<file path="config.mk">
export PLATFORM = sky130hd
export DESIGN_NAME = ifu_dec_top
export DESIGN_NICKNAME = d
export VERILOG_FILES = /design/src/verilog/isa_pkg.sv /design/src/verilog/pipe_pkg.sv /design/src/verilog/dec_issue_merge.sv /design/src/verilog/dec_pipe_reg.sv /design/src/verilog/ifu_dec_top.sv /design/src/verilog/inst_decoder.sv
export SDC_FILE = /design/constraint.sdc
export NUM_CORES = 1
export LEC_CHECK = 0
export ABC_AREA = 1
export ABC_CLOCK_PERIOD_IN_PS = 6320
export BUFFER_PORTS_ARGS = -buffer_cell sky130_fd_sc_hd__buf_2
export CORE_ASPECT_RATIO = 0.75
export CORE_MARGIN = 5
export CORE_UTILIZATION = 41
export DETAILED_ROUTE_END_ITERATION = 12
export GPL_ROUTABILITY_DRIVEN = 1
export PLACE_DENSITY = 0.76
export SETUP_SLACK_MARGIN = 0.02
export SLEW_MARGIN = 20
export SYNTH_ARGS = -nofsm -noshare
export SYNTH_HDL_FRONTEND = slang
export SYNTH_SLANG_ARGS = --single-unit
</file>
<file path="constraint.sdc">
create_clock -name clk -period 6.32 [get_ports clk]
set_clock_uncertainty 0.2 [all_clocks]
set_input_delay 0.948 -clock clk [delete_from_list [all_inputs] [get_ports clk]]
set_output_delay 0.948 -clock clk [all_outputs]
set_load 0.1 [all_outputs]
</file>
<file path="src/verilog/isa_pkg.sv">
package isa_pkg;

   // register index and exception code widths
   localparam int RD_W  = 5;
   localparam int EXC_W = 6;

   // three-register view
   // syscall and break reuse it, their code sits in rk/rj/rd
   typedef struct packed {
      logic [16:0]     opcode;
      logic [RD_W-1:0] rk;
      logic [RD_W-1:0] rj;
      logic [RD_W-1:0] rd;
   } fmt_reg3_t;

   // two registers plus 12-bit immediate
   typedef struct packed {
      logic [9:0]      opcode;
      logic [11:0]     imm;
      logic [RD_W-1:0] rj;
      logic [RD_W-1:0] rd;
   } fmt_reg2i12_t;

   // branch prefix view
   // BEQ/BNE still carry rj/rd in the low bits of offs
   typedef struct packed {
      logic [5:0]  opcode;
      logic [25:0] offs;
   } fmt_i26_t;

   // one instruction word, read through whichever format matches
   typedef union packed {
      fmt_reg3_t    reg3;
      fmt_reg2i12_t reg2i12;
      fmt_i26_t     i26;
   } inst_word_u;

   // reg3 opcodes, inst[31:15]
   localparam logic [16:0] OP_ADD_W   = 17'h00020;
   localparam logic [16:0] OP_SUB_W   = 17'h00022;
   localparam logic [16:0] OP_BREAK   = 17'h00054;
   localparam logic [16:0] OP_SYSCALL = 17'h00056;

   // reg2i12 opcodes, inst[31:22]
   localparam logic [9:0] OP_ADDI_W = 10'h00a;
   localparam logic [9:0] OP_LD_W   = 10'h0a2;
   localparam logic [9:0] OP_ST_W   = 10'h0a6;

   // i26 prefixes, inst[31:26]
   localparam logic [5:0] OP_B   = 6'h14;
   localparam logic [5:0] OP_BL  = 6'h15;
   localparam logic [5:0] OP_BEQ = 6'h16;
   localparam logic [5:0] OP_BNE = 6'h17;

   // exception codes, as seen by execute
   localparam logic [EXC_W-1:0] EXC_INT = 6'd0;
   localparam logic [EXC_W-1:0] EXC_SYS = 6'd11;
   localparam logic [EXC_W-1:0] EXC_BRK = 6'd12;
   localparam logic [EXC_W-1:0] EXC_INE = 6'd13;

   typedef enum logic [2:0] {
      CLS_ALU,
      CLS_LOAD,
      CLS_STORE,
      CLS_BRANCH,
      CLS_SYSCALL,
      CLS_BRK,
      CLS_INVALID
   } op_class_e;

   typedef enum logic [1:0] {
      BRU_NONE,
      BRU_B,
      BRU_BL,
      BRU_COND
   } bru_code_e;

   // decoded operation record, 7 bits
   typedef struct packed {
      op_class_e op_class;
      bru_code_e bru_code;
      logic      gr_wen;
      // BL links into r1 instead of rd
      logic      dst_r1;
   } dec_op_t;

endpackage

</file>
<file path="src/verilog/pipe_pkg.sv">
package pipe_pkg;

   // integer register width
   localparam int GRLEN = 32;

   // branch predictor hint width
   localparam int HINT_W = 4;

   // what fetch hands to decode each cycle
   typedef struct packed {
      logic [GRLEN-1:0]              pc;
      isa_pkg::inst_word_u           inst;
      // target is word aligned, low two bits dropped
      logic [GRLEN-3:0]              br_target;
      logic                          br_taken;
      // fault seen on the fetch side
      logic                          exception;
      logic [isa_pkg::EXC_W-1:0]     exccode;
      logic [HINT_W-1:0]             hint;
   } fetch_pkt_t;

   // what decode hands to execute
   typedef struct packed {
      logic [GRLEN-1:0]              pc;
      isa_pkg::inst_word_u           inst;
      isa_pkg::dec_op_t              op;
      logic [GRLEN-3:0]              br_target;
      logic                          br_taken;
      // fetch fault merged with decode-side faults
      logic                          exception;
      logic [isa_pkg::EXC_W-1:0]     exccode;
      // register file write port request
      logic                          rf_wen;
      logic [isa_pkg::RD_W-1:0]      rf_target;
      logic [HINT_W-1:0]             hint;
   } issue_pkt_t;

endpackage
</file>
<file path="src/verilog/dec_issue_merge.sv">
module dec_issue_merge (
   // registered fetch packet
   input  pipe_pkg::fetch_pkt_t payload,
   // registered decode record
   input  isa_pkg::dec_op_t     op,
   // interrupt pending, acts in the issue cycle
   input  logic                 int_except,
   output pipe_pkg::issue_pkt_t issue_pkt
);

   // decode-side faults
   logic is_sys;
   logic is_brk;
   logic is_ine;

   // write target before masking
   logic [isa_pkg::RD_W-1:0] waddr;

   assign is_sys = op.op_class == isa_pkg::CLS_SYSCALL;
   assign is_brk = op.op_class == isa_pkg::CLS_BRK;
   assign is_ine = op.op_class == isa_pkg::CLS_INVALID;

   // BL links to r1, everything else writes rd
   assign waddr = op.dst_r1 ? 5'd1 : payload.inst.reg3.rd;

   always_comb begin
      // straight copies from the fetch packet
      issue_pkt.pc        = payload.pc;
      issue_pkt.inst      = payload.inst;
      issue_pkt.br_target = payload.br_target;
      issue_pkt.br_taken  = payload.br_taken;
      issue_pkt.hint      = payload.hint;
      issue_pkt.op        = op;

      // zero target when nothing is written
      issue_pkt.rf_wen    = op.gr_wen;
      issue_pkt.rf_target = {isa_pkg::RD_W{op.gr_wen}} & waddr;

      issue_pkt.exception = int_except | payload.exception | is_sys | is_brk | is_ine;

      // highest priority first
      // interrupt, then fetch fault, then decode faults
      if (int_except) begin
         issue_pkt.exccode = isa_pkg::EXC_INT;
      end else if (payload.exception) begin
         // fetch supplies its own code
         issue_pkt.exccode = payload.exccode;
      end else if (is_sys) begin
         issue_pkt.exccode = isa_pkg::EXC_SYS;
      end else if (is_brk) begin
         issue_pkt.exccode = isa_pkg::EXC_BRK;
      end else if (is_ine) begin
         issue_pkt.exccode = isa_pkg::EXC_INE;
      end else begin
         issue_pkt.exccode = '0;
      end
   end

endmodule

</file>
<file path="src/verilog/dec_pipe_reg.sv">
module dec_pipe_reg (
   input  logic                 clk,
   input  logic                 rst,
   // fetch side
   input  logic                 fetch_valid,
   input  pipe_pkg::fetch_pkt_t fetch_pkt,
   // execute side backpressure
   input  logic                 stall,
   // capture strobe, shared with the decoder
   output logic                 load,
   output pipe_pkg::fetch_pkt_t payload,
   output logic                 issue_valid
);

   // new packet accepted only when execute is not holding us
   // fetch data offered during a stall is simply dropped
   assign load = fetch_valid & ~stall;

   // valid bit
   // bubble when fetch_valid low and no stall
   // held as is while stall is high
   always_ff @(posedge clk) begin
      if (rst) begin
         issue_valid <= 1'b0;
      end else if (!stall) begin
         issue_valid <= fetch_valid;
      end
   end

   // fetch payload
   // only written on load, keeps old contents through bubbles
   always_ff @(posedge clk) begin
      if (load) begin
         payload <= fetch_pkt;
      end
   end

endmodule

</file>
<file path="src/verilog/ifu_dec_top.sv">
module ifu_dec_top (
   input  logic                 clk,
   input  logic                 rst,
   // from fetch
   input  logic                 fetch_valid,
   input  pipe_pkg::fetch_pkt_t fetch_pkt,
   // busy indication back to fetch
   output logic                 dec_valid,
   // interrupt level
   input  logic                 int_except,
   // to execute
   output logic                 issue_valid,
   output pipe_pkg::issue_pkt_t issue_pkt,
   // from execute
   input  logic                 stall
);

   // shared capture strobe
   logic                 load;
   // registered fetch packet
   pipe_pkg::fetch_pkt_t payload;
   // registered decode record
   isa_pkg::dec_op_t     op;

   // valid and payload registers, owns the stall logic
   dec_pipe_reg i_pipe_reg (
      .clk         (clk),
      .rst         (rst),
      .fetch_valid (fetch_valid),
      .fetch_pkt   (fetch_pkt),
      .stall       (stall),
      .load        (load),
      .payload     (payload),
      .issue_valid (issue_valid)
   );

   // decodes the incoming word, registered on the same load
   inst_decoder i_decoder (
      .clk  (clk),
      .inst (fetch_pkt.inst),
      .load (load),
      .op   (op)
   );

   // write target and exception selection
   dec_issue_merge i_merge (
      .payload    (payload),
      .op         (op),
      .int_except (int_except),
      .issue_pkt  (issue_pkt)
   );

   // fetch sees decode as busy whenever a packet is held
   assign dec_valid = issue_valid;

endmodule

</file>
<file path="src/verilog/inst_decoder.sv">
module inst_decoder (
   input  logic                clk,
   // raw word from the fetch packet
   input  isa_pkg::inst_word_u inst,
   // same strobe that loads the payload register
   input  logic                load,
   output isa_pkg::dec_op_t    op
);

   // opcode matches, one per supported instruction
   logic is_add_w;
   logic is_sub_w;
   logic is_syscall;
   logic is_break;
   logic is_addi_w;
   logic is_ld_w;
   logic is_st_w;
   logic is_b;
   logic is_bl;
   logic is_beq;
   logic is_bne;

   // decoded record before the register
   isa_pkg::dec_op_t op_nxt;

   // reg3 view, 17-bit opcode
   assign is_add_w   = inst.reg3.opcode == isa_pkg::OP_ADD_W;
   assign is_sub_w   = inst.reg3.opcode == isa_pkg::OP_SUB_W;
   assign is_syscall = inst.reg3.opcode == isa_pkg::OP_SYSCALL;
   assign is_break   = inst.reg3.opcode == isa_pkg::OP_BREAK;

   // reg2i12 view, 10-bit opcode
   assign is_addi_w = inst.reg2i12.opcode == isa_pkg::OP_ADDI_W;
   assign is_ld_w   = inst.reg2i12.opcode == isa_pkg::OP_LD_W;
   assign is_st_w   = inst.reg2i12.opcode == isa_pkg::OP_ST_W;

   // i26 view, 6-bit prefix
   assign is_b   = inst.i26.opcode == isa_pkg::OP_B;
   assign is_bl  = inst.i26.opcode == isa_pkg::OP_BL;
   assign is_beq = inst.i26.opcode == isa_pkg::OP_BEQ;
   assign is_bne = inst.i26.opcode == isa_pkg::OP_BNE;

   // classify
   // encodings are disjoint so the order of the chain does not matter
   always_comb begin
      // anything not matched below is INE
      op_nxt.op_class = isa_pkg::CLS_INVALID;
      op_nxt.bru_code = isa_pkg::BRU_NONE;
      op_nxt.gr_wen   = 1'b0;
      op_nxt.dst_r1   = 1'b0;
      if (is_add_w || is_sub_w || is_addi_w) begin
         op_nxt.op_class = isa_pkg::CLS_ALU;
         op_nxt.gr_wen   = 1'b1;
      end else if (is_ld_w) begin
         op_nxt.op_class = isa_pkg::CLS_LOAD;
         op_nxt.gr_wen   = 1'b1;
      end else if (is_st_w) begin
         // store reads rd as data, no write back
         op_nxt.op_class = isa_pkg::CLS_STORE;
      end else if (is_b) begin
         op_nxt.op_class = isa_pkg::CLS_BRANCH;
         op_nxt.bru_code = isa_pkg::BRU_B;
      end else if (is_bl) begin
         // link register is r1
         op_nxt.op_class = isa_pkg::CLS_BRANCH;
         op_nxt.bru_code = isa_pkg::BRU_BL;
         op_nxt.gr_wen   = 1'b1;
         op_nxt.dst_r1   = 1'b1;
      end else if (is_beq || is_bne) begin
         op_nxt.op_class = isa_pkg::CLS_BRANCH;
         op_nxt.bru_code = isa_pkg::BRU_COND;
      end else if (is_syscall) begin
         op_nxt.op_class = isa_pkg::CLS_SYSCALL;
      end else if (is_break) begin
         op_nxt.op_class = isa_pkg::CLS_BRK;
      end
   end

   // operation register, loaded in step with the payload
   // holds through stalls and bubbles
   always_ff @(posedge clk) begin
      if (load) begin
         op <= op_nxt;
      end
   end

endmodule

</file>
# Word level (Yosys, flattened, before mapping)
# Cells that the tools add are included.
# totals
out_inout_bits	121
register_bits	114
# op_classes
muxes	17
n_eq_ne	14
n_bitwise	7
reduce_logical	7
# op_table
op	n
== test 17 x 6 -> 1 bit (second input constant)	2
== test 17 x 7 -> 1 bit (second input constant)	2
== test 6 x 5 -> 1 bit (second input constant)	4
two-way mux 6 bit	4
== test 10 x 8 -> 1 bit (second input constant)	2
two-way mux 2 bit	8
two-way mux 4 bit	3
== test 10 x 4 -> 1 bit (second input constant)	1
== test 3 bit (second input constant)	3
OR reduction 6 bit	1
AND 5 bit	1
two-way mux 5 bit	1
OR 1 bit	4
OR reduction 4 bit	1
logical OR 1 bit	3
OR reduction 3 bit	1
OR reduction 2 bit	1
AND 1 bit	1
two-way mux 1 bit	1
inverter 1 bit	1

# Logic depth before layout (Yosys ltp)
# logic_depth
ltp_word	8
ltp_mapped	6
mapped_depth_nobuf	6

# By module
# From an unflattened synthesis, not the netlist that was laid out.
# hier_totals
cells_unflattened	332
area_unflattened_um2	4742.0
# by_module_without_submodules
mod	instances	cells_per_inst	area_each_um2
dec_pipe_reg	1	112	3229.3
dec_issue_merge	1	144	960.9
inst_decoder	1	75	544.3
ifu_dec_top	1	1	7.5

# Worst setup path before layout
# OpenSTA, ideal clock, no wires.
# synth_path
kind	input -> register
from	input fetch_valid
to	register i_decoder.op[0] (netlist name)
path_buffers	0
arrival_time_ns	5.746
path_stages	2
setup_time_ns	0.591
path_slack_ns	-0.217
path_cell_list	inv_1 > nor2_1
# synth_between
elab_chain_len	1
# synth_rtl
element	line	source
from (decl)	ifu_dec_top.sv:5	input logic fetch_valid,
AND 1 bit	dec_pipe_reg.sv:17	assign load = fetch_valid & ~stall;
net i_decoder.load	inst_decoder.sv:6	input logic load,
# The timed path passes the listed nets, and every way through them passes these cells.
# A chain may end at the register's enable or synchronous reset.

==> metrics.md <==
| Metric | Value |
|---|---|
| R2R Setup Slk | `around 5.5 ns` |
| Worst-path fanout max | `5` |
| Area Growth Syn to Fin | `25.8%` |
| Nets | `between 500 and 600` |
| CTS H-tree depth | `4` |
| DR vias/cell | `roughly 4.4` |
| Sequential share of power | `between 30% and 40%` |
| CTS sink count | `around 110` |
| Clock power frac | `40.6%` |
| Fmax achieved | `about 0.33 GHz` |
| Floorplan core area | `0.0110 sq mm` |
| Die Span Y | `~100 um` |
| Final hold vios | `0` |
| Buffers plus inverters on the worst setup path | `2` |
| Synth Instances | `~310` |
| I/O Buffers | `~230` |
| TritonCTS buffer count | `17` |
| Critical-path cell list | `buf_2 -> nor2_4 -> nand2_1 -> o21ai_0 -> buf_2` |
| Syn Area/Cell | `between 10 and 15 sq um` |
| RePlAce Congestion | `approximately 0.77` |
| Post-Syn Nets | `424` |
| Max_cap viols | `0` |
| Tot GR Track Use | `14.3%` |
| Hold buffer count at CTS | `0` |
| Setup TNS | `0 ns` |
| Hold slack | `between 0.3 and 0.4 ns` |
| Pin count of the biggest net entering global routing | `68` |
| Die width | `between 100 and 150 um` |
| Crit Path Class | `primary input to output pin` |
| RSZ-0062 raised after global routing | `false` |
| Power density cells | `401 mW/mm^2` |
| Max incr delay on CP | `~0.46 ns` |
| Global-route wire length before repair | `roughly 15 mm` |
| Worst setup SP type | `primary input` |
| Tmin final | `a little over 3 ns` |
| Hold WC Path Type | `flop to flop` |
| Most frequent cell on the critical path | `buf_2` |
| FF-to-FF path depth | `2` |
| Post-DP HPWL | `between 7 and 8 mm` |
| CP Capture Point | `issue_pkt[12]` |
| Wire per inst | `approximately 16 um` |
| Worst-margin pin slew | `0.819 ns` |
| Final slew viol count | `0` |
| Peak VDD IR | `274 uV` |
| Post-DRT Antenna Nets | `0` |
| Number of global-route vias before repair | `between 2000 and 3000` |
| Fin crit share | `47.9%` |
| I/O pins | `232` |
| Sw Ratio | `between 30% and 40%` |
| DRC viols | `0` |
| Worst R2R Start | `i_pipe_reg.issue_valid` |
| Vias | `about 2700` |
| Antenna violations before repair | `1` |
| Post-CTS setup buffer count | `0` |
| CTS tree | `done` |
| Clk Latency, worst-skew pair | `around 0.40 ns` |
| DR iter-0 viols | `between 100 and 150` |
| Worst EP arrival | `between 1.5 and 2 ns` |
| Post-synthesis cell type count | `20` |
| FILL cells | `approximately 890` |
| DR pass1 iterations | `4` |
| Cell count along the critical path | `5` |
| Routed WL | `9.85 mm` |
| Slowest CP cell | `buf_2` |
| CTS root buffer | `clkbuf_16` |
| Clock transition at path regs | `approximately 0.050 ns` |
| Share of layout cells above drive strength 1 | `58.0%` |
| Post-CTS sizing | `0` |
| GRT overflow | `0` |
| Top cell family by delay on the critical path | `buffers and inverters` |
| Reg-to-Reg End | `i_pipe_reg.issue_valid` |
| Clk buf depth | `2` |
| Status | `completed` |
| Total die area | `between 0.01 and 0.015 sq mm` |
| Sequential cell area fraction in the yosys report | `73.6%` |
| Initial Util | `42.2%` |
| P_leak | `2.55 nW` |
| P_int | `roughly 1.6 mW` |
| ANT cells | `0` |
| Synth warnings | `0` |
| Final setup violation count | `0` |
| Crit path from | `int_except` |
| Headroom to the max-slew limit | `45.4%` |
| Synthesized area | `around 0.0046 sq mm` |
| Required @ worst endpoint | `between 5 and 6 ns` |
| Gate power share | `about a fifth` |
| Worst setup EP type | `output pin` |
| Yosys reg bits | `approximately 110` |
| Psw | `between 0.7 and 0.8 mW` |
| Num rows | `33` |
## cell type report
type | count | area [sq um] | share of cell area (%)
Clock inverter | 15 | 183 | 3.13
Clock buffer | 17 | 425 | 7.29
Sequential cell | 114 | 3410 | 58.5
Tap cell | 140 | 175 | 3.00
Inverter | 21 | 78.8 | 1.35
Timing Repair Buffer | 233 | 1170 | 20.1
Multi-Input combinational cell | 76 | 392 | 6.71
## worst min-delay path by stage
| stage | slack [ns] | startpoint | end | cells after the start |
|---|---|---|---|---|
| after CTS | 0.33 | i_pipe_reg.issue_valid | i_pipe_reg.issue_valid | 2 |
| final | 0.32 | i_pipe_reg.issue_valid | i_pipe_reg.issue_valid | 2 |
| after detailed placement | 0.31 | i_pipe_reg.issue_valid | i_pipe_reg.issue_valid | 2 |
| after global routing | 0.35 | i_pipe_reg.issue_valid | i_pipe_reg.issue_valid | 2 |
| after global placement | 0.30 | i_pipe_reg.issue_valid | i_pipe_reg.issue_valid | 2 |
| after floorplan | 0.77 | i_pipe_reg.issue_valid | i_pipe_reg.issue_valid | 2 |
## power groups by stage
| stage | logic, mW | registers [mW] | clock network [mW] |
|---|---|---|---|
| after floorplan | 0.431 | 0.938 | 0 |
| after global placement | 0.485 | 0.917 | 0 |
| after detailed placement | 0.489 | 0.919 | 0 |
| after CTS | 0.489 | 0.904 | 0.979 |
| after global routing | 0.500 | 0.908 | 1.02 |
| final | 0.487 | 0.904 | 0.952 |
## stage by stage
step | area (sq um) | setup WS [ns] | cells | power [mW] | utilization (%)
3_3_place_gp | 5230 | 3.34 | 584 | 1.40 | 47.6
4_1_cts | 5840 | 3.29 | 616 | 2.37 | 53.2
5_1_grt | 5840 | 3.25 | 616 | 2.43 | 53.2
3_5_place_dp | 5230 | 3.29 | 584 | 1.41 | 47.6
2_1_floorplan | 4640 | 1.76 | 313 | 1.37 | -
6_report | 5840 | 3.29 | 616 | 2.34 | 53.2
## logic make-up (layout without fill, tap and decap cells)
| kind of cell | count (synthesis) | count (layout) | share of synthesized area (%) |
|---|---|---|---|
| AOI/OAI and AO/OA | 5 | 5 | 0.593 |
| xor gates and xnor gates | 1 | 1 | 0.189 |
| buffers and inverters | 123 | 286 | 18.1 |
| DFF | 114 | 114 | 73.6 |
| and+or+nand+nor | 70 | 70 | 7.50 |
## per-layer routing
metal	global-route usage (%)	wire (um)
met1	15.3	3630
met2	24.1	4940
met3	7.97	1120
met4	5.59	130
met5	0	20
## cell usage in the layout, fill, tap and decap left out, drive strengths merged
| cell type | instances |
|---|---|
| a21oi | 2 |
| and2b | 1 |
| buf | 233 |
| bufinv | 3 |
| clkbuf | 17 |
| clkinv | 7 |
| clkinvlp | 3 |
| dfxtp | 1 |
| edfxtp | 113 |
| inv | 23 |
| nand2 | 20 |
| nand3 | 10 |
| nand3b | 1 |
| nand4 | 3 |
| nor2 | 34 |
| nor2b | 1 |
| o21a | 1 |
| o21ai | 2 |
| xnor2 | 1 |
## state kept, by name (all words and copies together) (netlist names)
name                    count
i_pipe_reg.payload        106
i_decoder.op                7
i_pipe_reg.issue_valid      1
## synthesized netlist by cell type
| cell type | number | area, sq um |
|---|---|---|
| a21oi_1 | 2 | 10.0 |
| and2b_1 | 1 | 7.51 |
| buf_2 | 1 | 5.00 |
| buf_4 | 101 | 758 |
| dfxtp_1 | 1 | 20.0 |
| edfxtp_1 | 113 | 3390 |
| inv_1 | 21 | 78.8 |
| nand2_1 | 18 | 67.6 |
| nand2_2 | 2 | 12.5 |
| nand3_1 | 7 | 35.0 |
| nand3_2 | 3 | 30.0 |
| nand3b_1 | 1 | 7.51 |
| nand4_1 | 3 | 18.8 |
| nor2_1 | 29 | 109 |
| nor2_2 | 2 | 12.5 |
| nor2_4 | 3 | 33.8 |
| nor2b_4 | 1 | 13.8 |
| o21a_1 | 1 | 7.51 |
| o21ai_0 | 2 | 10.0 |
| xnor2_1 | 1 | 8.76 |
## worst register-to-register path, cell delays in order, from the launching register on
cell and delay (ns):
dfxtp_1 0.32, a21oi_1 0.12, nor2_1 0.05
No activity file was read; power rests on OpenSTA's default activity.
